==> src/verilog/super6502_config.svh <==
`ifndef SUPER6502_CONFIG_SVH
`define SUPER6502_CONFIG_SVH

// mapper window, decoded on the cpu address.
`define MAPPER_BASE 16'h0200
`define MAPPER_LAST 16'h021F

// peripherals, decoded on the full mapped address.
`define LEDS_ADDR   16'hEFFF
`define IRQ_BASE    16'hEFFC
`define TIMER_BASE  16'hEFF8
`define MULT_BASE   16'hEFF0

`define NUM_PAGES     16
`define RAM_ADDR_BITS 14

`endif

==> src/verilog/bus_pkg.sv <==
package bus_pkg;

    // cpu side.
    typedef logic [15:0] cpu_addr_t;
    typedef logic [7:0]  cpu_data_t;

    // physical page number from the mapper.
    typedef logic [12:0] page_t;

    // page number joined with the 12-bit page offset.
    typedef logic [24:0] mapped_addr_t;

endpackage

==> src/verilog/periph_pkg.sv <==
package periph_pkg;

    typedef logic [15:0] count_t;
    typedef logic [15:0] operand_t;
    typedef logic [31:0] product_t;
    typedef logic [7:0]  irq_vec_t;

    typedef enum logic {
        TMR_IDLE,
        TMR_RUN
    } timer_state_e;

endpackage

==> src/verilog/interrupt_controller.sv <==
`timescale 1ns/1ns

module interrupt_controller (
    input  logic                 clk_cpu,
    input  logic                 i_reset,
    input  logic                 i_cs,
    input  logic                 i_rwb,
    input  logic [0:0]           i_addr,
    input  bus_pkg::cpu_data_t   i_data,
    output bus_pkg::cpu_data_t   o_data,
    input  periph_pkg::irq_vec_t i_sources,
    output logic                 o_int
);

    periph_pkg::irq_vec_t r_mask;

    // only the mask is writable.
    always_ff @(posedge clk_cpu) begin
        if (i_reset) begin
            r_mask <= '0;
        end else if (i_cs && !i_rwb && i_addr[0]) begin
            r_mask <= i_data;
        end
    end

    always_comb begin
        if (i_addr[0]) begin
            o_data = r_mask;
        end else begin
            o_data = i_sources;
        end
    end

    // level sensitive, no latching.
    assign o_int = |(i_sources & r_mask);

endmodule

==> config.mk <==
export PLATFORM = sky130hd
export DESIGN_NAME = interrupt_controller
export DESIGN_NICKNAME = d
export VERILOG_FILES = /design/src/verilog/super6502_config.svh /design/src/verilog/bus_pkg.sv /design/src/verilog/periph_pkg.sv /design/src/verilog/interrupt_controller.sv
export SDC_FILE = /design/constraint.sdc
export NUM_CORES = 1
export LEC_CHECK = 0
export ABC_AREA = 0
export BUFFER_PORTS_ARGS = -buffer_cell sky130_fd_sc_hd__buf_2
export CAP_MARGIN = 20
export CORE_MARGIN = 2
export CORE_UTILIZATION = 33
export DETAILED_ROUTE_END_ITERATION = 16
export SLEW_MARGIN = 30
export SYNTH_ARGS = -nofsm -noshare
export SYNTH_HDL_FRONTEND = slang
export SYNTH_SLANG_ARGS = --single-unit
==> constraint.sdc <==
create_clock -name clk_cpu -period 2.3 [get_ports clk_cpu]
set_clock_uncertainty 0.15 [all_clocks]
set_input_delay 0.575 -clock clk_cpu [delete_from_list [all_inputs] [get_ports clk_cpu]]
set_output_delay 0.575 -clock clk_cpu [all_outputs]
set_load 0.005 [all_outputs]
# Word level (Yosys, flattened, before mapping)
# Cells that the tools add are included.
[word_totals] register_bits=8 out_inout_bits=9
[op_classes] muxes=1 bitwise_logic=1 n_reduce_logical=4
[op_table] operator="$and A8 B8 Y8" count=1
[op_table] operator="$mux W8" count=1
[op_table] operator="$reduce_or A8 Y1" count=1
[op_table] operator="$logic_and A1 B1 Y1" count=2
[op_table] operator="$logic_not A1 Y1" count=1

# Longest topological paths before layout
# Gate-level depths: netlist (run 1).
[depth] depth_word=3 ltp_mapped=4

# Least setup slack after synthesis (run 1)
# Ideal clock, no wire load.
[synth_path] path_type="input to output" start="in i_addr" end="out o_data[0]" arrival_time_ps=1015 t_required_ps=1575 slack_ps=560 stages=2 cell_sequence="buf_6 mux2_2"
[synth_between] elab_chain_len=1
[synth_rtl] element="start, declared" line_no="interrupt_controller.sv:8" text="input logic [0:0] i_addr,"
[synth_rtl] element="$mux W8" line_no="interrupt_controller.sv:27" text="if (i_addr[0]) begin"
[synth_rtl] element="end, declared" line_no="interrupt_controller.sv:10" text="output bus_pkg::cpu_data_t o_data,"
# Every way passes these cells.

# Final worst setup path (run 1)
[layout_path] start="in i_addr" end="out o_data[3]"
# Same word-level chain as after synthesis.

==> summary.txt, run 1 <==
Status
  – Status: complete, no violations

Place
  – Cell area after placement: 641 µm²
  – Routability congestion estimate: 0.658
  – Pre-CTS WS: 0.312 ns
  – PortBufs: 29
  – Dpl cells: 91

Clock tree
  – Worst-path clk slew: 0.06 ns
  – Longest Clk Path Bufs: 2
  – Later-pin clock latency in the skew report: 0.25 ns
  – H-tree depth: 1
  – Post_cts resized: 0
  – CTS tree: yes
  – Cts-stage hold buffer count: 0
  – Root Driver: clkbuf_4
  – Post-CTS setup buffers: 0
  – Cts bufs inserted: 3
  – CTS Sinks: 8

Pwr
  – Net Sw Power: 77.0 µW
  – P per Cell Area: 484 nW/µm²
  – Combinational group share of total power: 20.8%
  – Clk pwr share: 33.4%
  – Switching Share: 24.0%
  – LEAKAGE: 0.306 nW
  – Sequential power share: 45.8%
  – Tot Pwr: 321 µW
  – Int Power: 244 µW
  – Worst vdd ir: 0.202 mV

Yosys
  – Largest area contributor in the netlist: dfxtp_1
  – Post-synthesis sequential area ratio: 31.9%
  – Synth top area cells: dfxtp_1 (32%), nand2b_1 (20%), mux2_2 (18%)
  – Synthesized area: 502 µm²
  – Post-Syn Area per Cell: 10.2 µm²
  – Warnings from Yosys: 0
  – Synthesized instance count: 49
  – Syn nets: 70
  – Synth cell types: 9
  – Top cell type's share of synthesized area: 31.9%
  – Count of state elements after synthesis: 8

Worst setup path
  – WP buf/inv: 2
  – Critical Path Source Type: input port
  – Required time worst endpoint: 1.57 ns
  – CP peak stage delay: 0.36 ns
  – Critical Setup Path Class: in -> out
  – Worst setup EP type: output port
  – Slowest cell on the critical path: mux2_2
  – Crit path DAT: 1.25 ns
  – CP cell instances: buf_2, mux2_2, buf_2
  – CP most frequent cell: buf_2
  – CP delay by family, top: multiplexers
  – Critical-path maximum fanout: 9

STA
  – Hold Fails Final Rpt: 0
  – Max-slew violation count: 0
  – RSZ-0062 raised after global routing: no
  – FMAX: 505 MHz
  – Setup ws final: 0.321 ns
  – Setup TNS: 0 ns
  – Tcrit/Tclk final: 86.0%
  – Setup violations, final: 0
  – Worst rel slew slack: 67.7%
  – Minimum period implied by the final worst setup slack: 1.98 ns
  – Hold slack: 0.334 ns
  – Worst Max-Slew Pin Slew: 0.484 ns

Global route
  – Initial antenna violation count: 0
  – Vias in the first global route: 411
  – First-pass GRT wire length: 1710 µm
  – Tot GR Track Use: 13.0%
  – Pin count of the biggest net entering global routing: 17
  – Grt ovf: 0

Final layout
  – Largest regs: r_mask (8)
  – # diodes: 0
  – Most common cell after layout, fill and taps aside: buf_2
  – Final core occ: 45.1%
  – Largest Register: r_mask
  – Nets: 101
  – Max reg flops: 8
  – Fin area: 663 µm²
  – Proportion of layout cells with a drive suffix above 1: 51.3%
  – Finished Layout Cells: 94
  – Most frequent cells in the layout: buf_2 (29), nand2b_1 (16), mux2_2 (8), mux2i_1 (8), dfxtp_1 (8)
  – Area delta synth->final: 32.2%

Die
  – Ports: 30
  – Die width: 43.0 µm
  – Row count: 14
  – Die ar.: 1850 µm²
  – Die height: 43.0 µm
  – Core area: 1470 µm²
  – Initial Utilization: 34.1%

Flow run
  – Max Cap Viol: 0

Detailed routing
  – Final ANT Viol Nets: 0
  – DRT Wirelength: 1040 µm
  – # DRC: 0
  – 1st-iter DRT viols: 1
  – Router iterations before antenna repair: 3
  – Drt wl/cell: 11.1 µm
  – Via count: 440
  – Vias per inst: 4.68

Hold path
  – HP Class: reg -> reg
-- final cells by class --
type / count / area (µm²)
Timing Repair Buffer: 29 / 145
Multi-Input combinational cell: 38 / 315
Sequential cell: 8 / 160
Clock buffer: 3 / 22.5
Fill cell: 146 / 808
Tap cell: 16 / 20.0
-- synthesized netlist by cell type --
cell type	n
dfxtp_1	8
mux2_2	8
buf_6	2
mux2i_1	8
clkbuf_1	1
and3b_1	1
nand4_1	1
nand2b_1	16
a22oi_1	4
-- power by group through the flow --
| stage | logic, mW | clock network, mW | registers (mW) |
|---|---|---|---|
| after floorplan | 0.0378 | 0 | 0.149 |
| after global placement | 0.0667 | 0 | 0.150 |
| after detailed placement | 0.0676 | 0 | 0.150 |
| after CTS | 0.0679 | 0.113 | 0.147 |
| after global routing | 0.0743 | 0.120 | 0.147 |
| final | 0.0668 | 0.107 | 0.147 |
-- worst paths after layout --
path	from	to	slack, ns	cells past startpoint
max	i_addr	o_data[3]	0.32	3
max reg2reg	r_mask[4]$_SDFFE_PP0P_	r_mask[4]$_SDFFE_PP0P_	1.54	2
min	r_mask[1]$_SDFFE_PP0P_	r_mask[1]$_SDFFE_PP0P_	0.33	2
min reg2reg	r_mask[1]$_SDFFE_PP0P_	r_mask[1]$_SDFFE_PP0P_	0.33	2
-- tightest hold or removal path, cell delays in order, from the launching register on --
cell and delay [ns]:
dfxtp_1 0.32, nand2b_1 0.06, mux2i_1 0.05
-- logic make-up (layout without fill, tap and decap cells) --
logic type | count (synthesis) | after routing | share of synthesized area (%)
multiplexers | 16 | 16 | 33.9
AND/OR/NAND/NOR | 18 | 18 | 22.9
flip-flops | 8 | 8 | 31.9
AO/OA/AOI/OAI | 4 | 4 | 5.99
buffers and inverters | 3 | 32 | 5.24
-- layer usage --
metal	vias up	part of all wire [%]	track usage [%]
li1	234	-	-
met1	185	46	15.9
met2	19	45	19.1
met3	2	7.4	1.70
met4	0	1.8	12.7
met5	-	0	0
Power figures use the tool's default switching activity.
==> run 2: changes to the inputs <==
--- a/config.mk
+++ b/config.mk
@@ -5,7 +5,7 @@
 export SDC_FILE = /design/constraint.sdc
 export NUM_CORES = 1
 export LEC_CHECK = 0
-export ABC_AREA = 0
+export ABC_AREA = 1
 export BUFFER_PORTS_ARGS = -buffer_cell sky130_fd_sc_hd__buf_2
 export CAP_MARGIN = 20
 export CORE_MARGIN = 2
==> summary.txt, run 2 <==
Yosys
  – Most frequent cell after synthesis: nor2_1
  – Top cell type's share of synthesized area: 32.7%
  – Top cells by count, synth: nor2_1 (25), nand2_1 (24), inv_1 (10), a21oi_1 (8), dfxtp_1 (8)
  – Syn nets: 104
  – Post-Syn Area per Cell: 5.91 µm²
  – Synth Area in Compound Gates: 8.16%
  – Synth top area cells: dfxtp_1 (33%), nor2_1 (19%), nand2_1 (18%)
  – Post-synthesis xor/xnor area fraction: 0%
  – Post-synthesis sequential area ratio: 32.7%
  – Mux cell area share after synthesis: 0%
  – Post-synthesis adder-cell area fraction: 0%
  – Synthesized instance count: 83
  – Fraction of registers with async set or reset after synthesis: 0%
  – Largest area contributor in the netlist: dfxtp_1
  – Count of state elements after synthesis: 8
  – Post-synth top flop: dfxtp_1
  – Synth cell types: 11
  – Synthesized area: 490 µm²
  – Post-synthesis simple-gate area fraction: 45.9%
  – Largest family of logic cells by synthesized area: simple AND/OR/NAND/NOR gates
  – Post-synth EDFFs: 0
  – Warnings from Yosys: 0

Global route
  – Vias in the first global route: 455
  – Pin count of the biggest net entering global routing: 18
  – First-pass GRT wire length: 1760 µm
  – Tot GR Track Use: 12.7%
  – Grt ovf: 0
  – Initial antenna violation count: 0

Final layout
  – # diodes: 0
  – Largest Register: r_mask
  – Filler Cells Inserted: 164
  – Largest regs: r_mask (8)
  – Most frequent cells in the layout: buf_2 (29), nor2_1 (25), nand2_1 (24)
  – Area delta synth->final: 32.4%
  – Most common cell after layout, fill and taps aside: buf_2
  – Proportion of layout cells with a drive suffix above 1: 31.3%
  – Register area: 160 µm²
  – Max reg flops: 8
  – Final core occ: 48.1%
  – Multi-input logic area: 265 µm²
  – Nets: 135

STA
  – Tcrit/Tclk final: 83.0%
  – Setup violations, final: 0
  – FMAX: 524 MHz
  – Hold Fails Final Rpt: 0
  – Max-slew violation count: 0
  – Setup TNS: 0 ns
  – Worst Max-Slew Pin Slew: 0.296 ns
  – RSZ-0062 raised after global routing: no
  – Minimum period implied by the final worst setup slack: 1.91 ns
  – Worst rel slew slack: 80.3%

Place
  – Hpwl dp: 820 µm
  – Routability congestion estimate: 0.733
  – PortBufs: 29

Die
  – Die ar.: 1810 µm²
  – Die width: 42.6 µm
  – Row count: 13
  – Die height: 42.6 µm
  – Core area: 1350 µm²
  – Initial Utilization: 36.3%
  – Ports: 30

Clock tree
  – Root Driver: clkbuf_4
  – Post-CTS setup buffers: 0
  – Later-pin clock latency in the skew report: 0.25 ns
  – Longest Clk Path Bufs: 2
  – CTS Sinks: 8
  – CTS tree: yes
  – Cts-stage hold buffer count: 0
  – H-tree depth: 1
  – Worst-path clk slew: 0.06 ns
  – Post_cts resized: 0
  – Cts bufs inserted: 3

Worst setup path
  – Required time worst endpoint: 1.57 ns
  – Worst setup EP type: output port
  – Critical Path Source Type: input port
  – R2R depth: 4
  – Critical-path maximum fanout: 17
  – Crit path DAT: 1.18 ns
  – Critical Setup Path Class: in -> out

Detailed routing
  – Vias per inst: 4.33
  – 1st-iter DRT viols: 1
  – Drt wl/cell: 8.45 µm
  – Via count: 550
  – Router iterations before antenna repair: 2
  – DRT Wirelength: 1070 µm
  – # DRC: 0
  – Final ANT Viol Nets: 0

Hold path
  – Hold depth: 4
  – HP Class: reg -> reg

Pwr
  – Worst vdd ir: 0.265 mV
  – LEAKAGE: 0.379 nW
  – P per Cell Area: 512 nW/µm²

Status
  – Status: complete, no violations

Flow run
  – Max Cap Viol: 0
==> run 2: critical path: stages <==
cell and delay, ns:
buf_2 0.27, nor2_1 0.09, a21oi_1 0.12, buf_2 0.13
==> run 2: per-layer routing <==
layer / share of wire (%) / global-route usage [%] / wire (µm)
met3: 9.4 / 4.74 / 101
met5: 0 / 0 / 0
met1: 48 / 16.5 / 517
met4: 0 / 5.63 / 0
met2: 42 / 18.5 / 453
==> run 2: final timing paths <==
kind	startpoint	to	slack, ns
max	i_addr	o_data[2]	0.39
min	r_mask[1]$_SDFFE_PP0P_	r_mask[1]$_SDFFE_PP0P_	0.39
max reg2reg	r_mask[0]$_SDFFE_PP0P_	r_mask[0]$_SDFFE_PP0P_	1.52
min reg2reg	r_mask[1]$_SDFFE_PP0P_	r_mask[1]$_SDFFE_PP0P_	0.39
==> run 2: layout make-up <==
| type | instances | share of cell area (%) |
|---|---|---|
| repair buffers | 29 | 22.4 |
| clock buffers | 3 | 3.47 |
| multi-input cells | 62 | 40.8 |
| well taps | 15 | 2.89 |
| inverters | 10 | 5.78 |
| flip-flops and latches | 8 | 24.7 |
==> run 2: per-stage QoR <==
| stage | setup slack (ns) | area [µm²] | std cells | hold WS, ns | total power [mW] |
|---|---|---|---|---|---|
| after floorplan | 0.532 | 490 | 83 | 0.359 | 0.196 |
| after detailed placement | 0.390 | 627 | 124 | 0.375 | 0.230 |
| after global routing | 0.299 | 649 | 127 | 0.400 | 0.363 |
| after CTS | 0.384 | 649 | 127 | 0.388 | 0.340 |
| final | 0.391 | 649 | 127 | 0.388 | 0.333 |
| after global placement | 0.394 | 627 | 124 | 0.380 | 0.230 |
==> run 2: kinds of logic (layout without fill, tap and decap cells) <==
| logic type | after synthesis | in the layout |
|---|---|---|
| buf+inv | 13 | 42 |
| flops | 8 | 8 |
| compound gates | 8 | 8 |
| simple gates | 54 | 54 |
==> run 2: report_power, final <==
part           total (mW)  switching [mW]  internal [mW]
sequential          0.149         0.00330          0.146
combinational      0.0772          0.0401         0.0371
clock               0.106          0.0466         0.0597
==> run 3: changes to the inputs <==
--- a/config.mk
+++ b/config.mk
@@ -5,7 +5,7 @@
 export SDC_FILE = /design/constraint.sdc
 export NUM_CORES = 1
 export LEC_CHECK = 0
-export ABC_AREA = 1
+export ABC_AREA = 0
 export BUFFER_PORTS_ARGS = -buffer_cell sky130_fd_sc_hd__buf_2
 export CAP_MARGIN = 20
 export CORE_MARGIN = 2
==> constraint.sdc (replaced) <==
create_clock -name clk_cpu -period 1.96 [get_ports clk_cpu]
set_clock_uncertainty 0.15 [all_clocks]
set_input_delay 0.49 -clock clk_cpu [delete_from_list [all_inputs] [get_ports clk_cpu]]
set_output_delay 0.49 -clock clk_cpu [all_outputs]
set_load 0.005 [all_outputs]
==> summary.txt, run 3 (synthesis gave the netlist of run 1 again) <==
Detailed routing
  – Final ANT Viol Nets: 0
  – 1st-iter DRT viols: 6
  – DRT met1 WL: 471 µm
  – Top routing layer used: met4
  – DRT Wirelength: 1060 µm
  – Routed wl met2: 476 µm
  – Met3 routed WL: 92 µm
  – # DRC: 0
  – Router iterations before antenna repair: 4
  – Via count: 450
  – Drt wl/cell: 11.1 µm
  – Vias per inst: 4.74

Pwr
  – P per Cell Area: 572 nW/µm²
  – LEAKAGE: 0.311 nW
  – Worst vdd ir: 0.283 mV

STA
  – Worst rel slew slack: 87.1%
  – Worst Max-Slew Pin Slew: 0.193 ns
  – Max-slew violation count: 0
  – Tcrit/Tclk final: 92.5%
  – Setup violations, final: 0
  – Hold Fails Final Rpt: 0
  – Minimum period implied by the final worst setup slack: 1.81 ns
  – RSZ-0062 raised after global routing: no
  – FMAX: 552 MHz
  – Setup TNS: 0 ns

Place
  – Routability congestion estimate: 0.665
  – PortBufs: 29
  – Cell area after placement: 648 µm²

Clock tree
  – Post_cts resized: 0
  – Root Driver: clkbuf_4
  – CTS tree: yes
  – Cts-stage hold buffer count: 0
  – Post-CTS setup buffers: 0
  – Longest Clk Path Bufs: 2
  – Later-pin clock latency in the skew report: 0.26 ns
  – Cts bufs inserted: 3
  – H-tree depth: 1
  – CTS Sinks: 8
  – Worst-path clk slew: 0.06 ns

Die
  – Initial Utilization: 34.1%
  – Die height: 43.0 µm
  – Die ar.: 1850 µm²
  – Die width: 43.0 µm
  – Ports: 30
  – Core area: 1470 µm²
  – Row count: 14

Global route
  – Grt ovf: 0
  – Vias in the first global route: 399
  – First-pass GRT wire length: 1700 µm
  – Tot GR Track Use: 12.4%
  – Pin count of the biggest net entering global routing: 17
  – Initial antenna violation count: 0

Final layout
  – Nets: 102
  – Filler Cells Inserted: 158
  – Register area: 160 µm²
  – Most frequent cells in the layout: buf_2 (29), nand2b_1 (16), mux2_2 (8), mux2i_1 (8), dfxtp_1 (8)
  – # diodes: 0
  – Largest regs: r_mask (8)
  – Most common cell after layout, fill and taps aside: buf_2
  – Multi-input logic area: 315 µm²
  – Largest Register: r_mask
  – Area delta synth->final: 33.7%
  – Proportion of layout cells with a drive suffix above 1: 51.9%
  – Max reg flops: 8
  – Fin area: 671 µm²

Hold path
  – HP Class: reg -> reg

Worst setup path
  – Required time worst endpoint: 1.32 ns
  – Critical-path maximum fanout: 9
  – Crit path to: o_data[5]
  – Reg-to-Reg End: r_mask[1]$_SDFFE_PP0P_
  – Critical Setup Path Class: in -> out
  – Worst r2r src: r_mask[1]$_SDFFE_PP0P_
  – CP startpoint: i_addr
  – Critical Path Source Type: input port
  – FF-to-FF setup slack: 1.22 ns
  – Crit path DAT: 1.17 ns
  – Worst setup EP type: output port
  – R2R depth: 2

Status
  – Status: complete, no violations

Flow run
  – Max Cap Viol: 0
==> run 3: cell type report <==
type | count | area share, %
Clock buffer | 3 | 3.36
Multi-Input combinational cell | 38 | 47.0
Sequential cell | 8 | 23.9
Tap cell | 16 | 2.99
Timing Repair Buffer | 30 | 22.8
==> run 3: critical path: stages <==
cell,delay [ns]
buf_2,0.20
mux2_2,0.36
buf_2,0.13
==> run 3: worst min path at each step <==
| stage | from | to | slack (ns) | depth (start not counted) |
|---|---|---|---|---|
| 5_1_grt | i_data[3] | r_mask[3]$_SDFFE_PP0P_ | 0.36 | 3 |
| 2_1_floorplan | r_mask[0]$_SDFFE_PP0P_ | r_mask[0]$_SDFFE_PP0P_ | 0.31 | 2 |
| 4_1_cts | i_data[5] | r_mask[5]$_SDFFE_PP0P_ | 0.33 | 3 |
| 6_report | r_mask[3]$_SDFFE_PP0P_ | r_mask[3]$_SDFFE_PP0P_ | 0.33 | 2 |
| 3_3_place_gp | r_mask[7]$_SDFFE_PP0P_ | r_mask[7]$_SDFFE_PP0P_ | 0.32 | 2 |
| 3_5_place_dp | r_mask[1]$_SDFFE_PP0P_ | r_mask[1]$_SDFFE_PP0P_ | 0.32 | 2 |
==> run 3: metal layers <==
layer | vias to the layer above | global-route usage, %
met5 | - | 0
met4 | 0 | 7.27
met3 | 2 | 1.70
met2 | 23 | 18.8
met1 | 191 | 16.6
li1 | 234 | -
==> run 3: power by group <==
part	total [mW]	switching [mW]	leakage [nW]	internal, mW
sequential	0.173	0.00404	0.0650	0.168
clock	0.132	0.0613	0.0138	0.0704
combinational	0.0791	0.0306	0.232	0.0485
==> run 3: through the flow <==
step                power, mW  setup slack [ns]  cells  util (%)  hold WS [ns]
finish                  0.383             0.148     95      45.6         0.333
detailed placement      0.256             0.148     92      44.0         0.325
global route            0.399             0.104     95      45.6         0.355
global placement        0.255             0.142     92      44.0         0.323
CTS                     0.388             0.147     95      45.6         0.333
floorplan               0.219             0.390     49         -         0.308
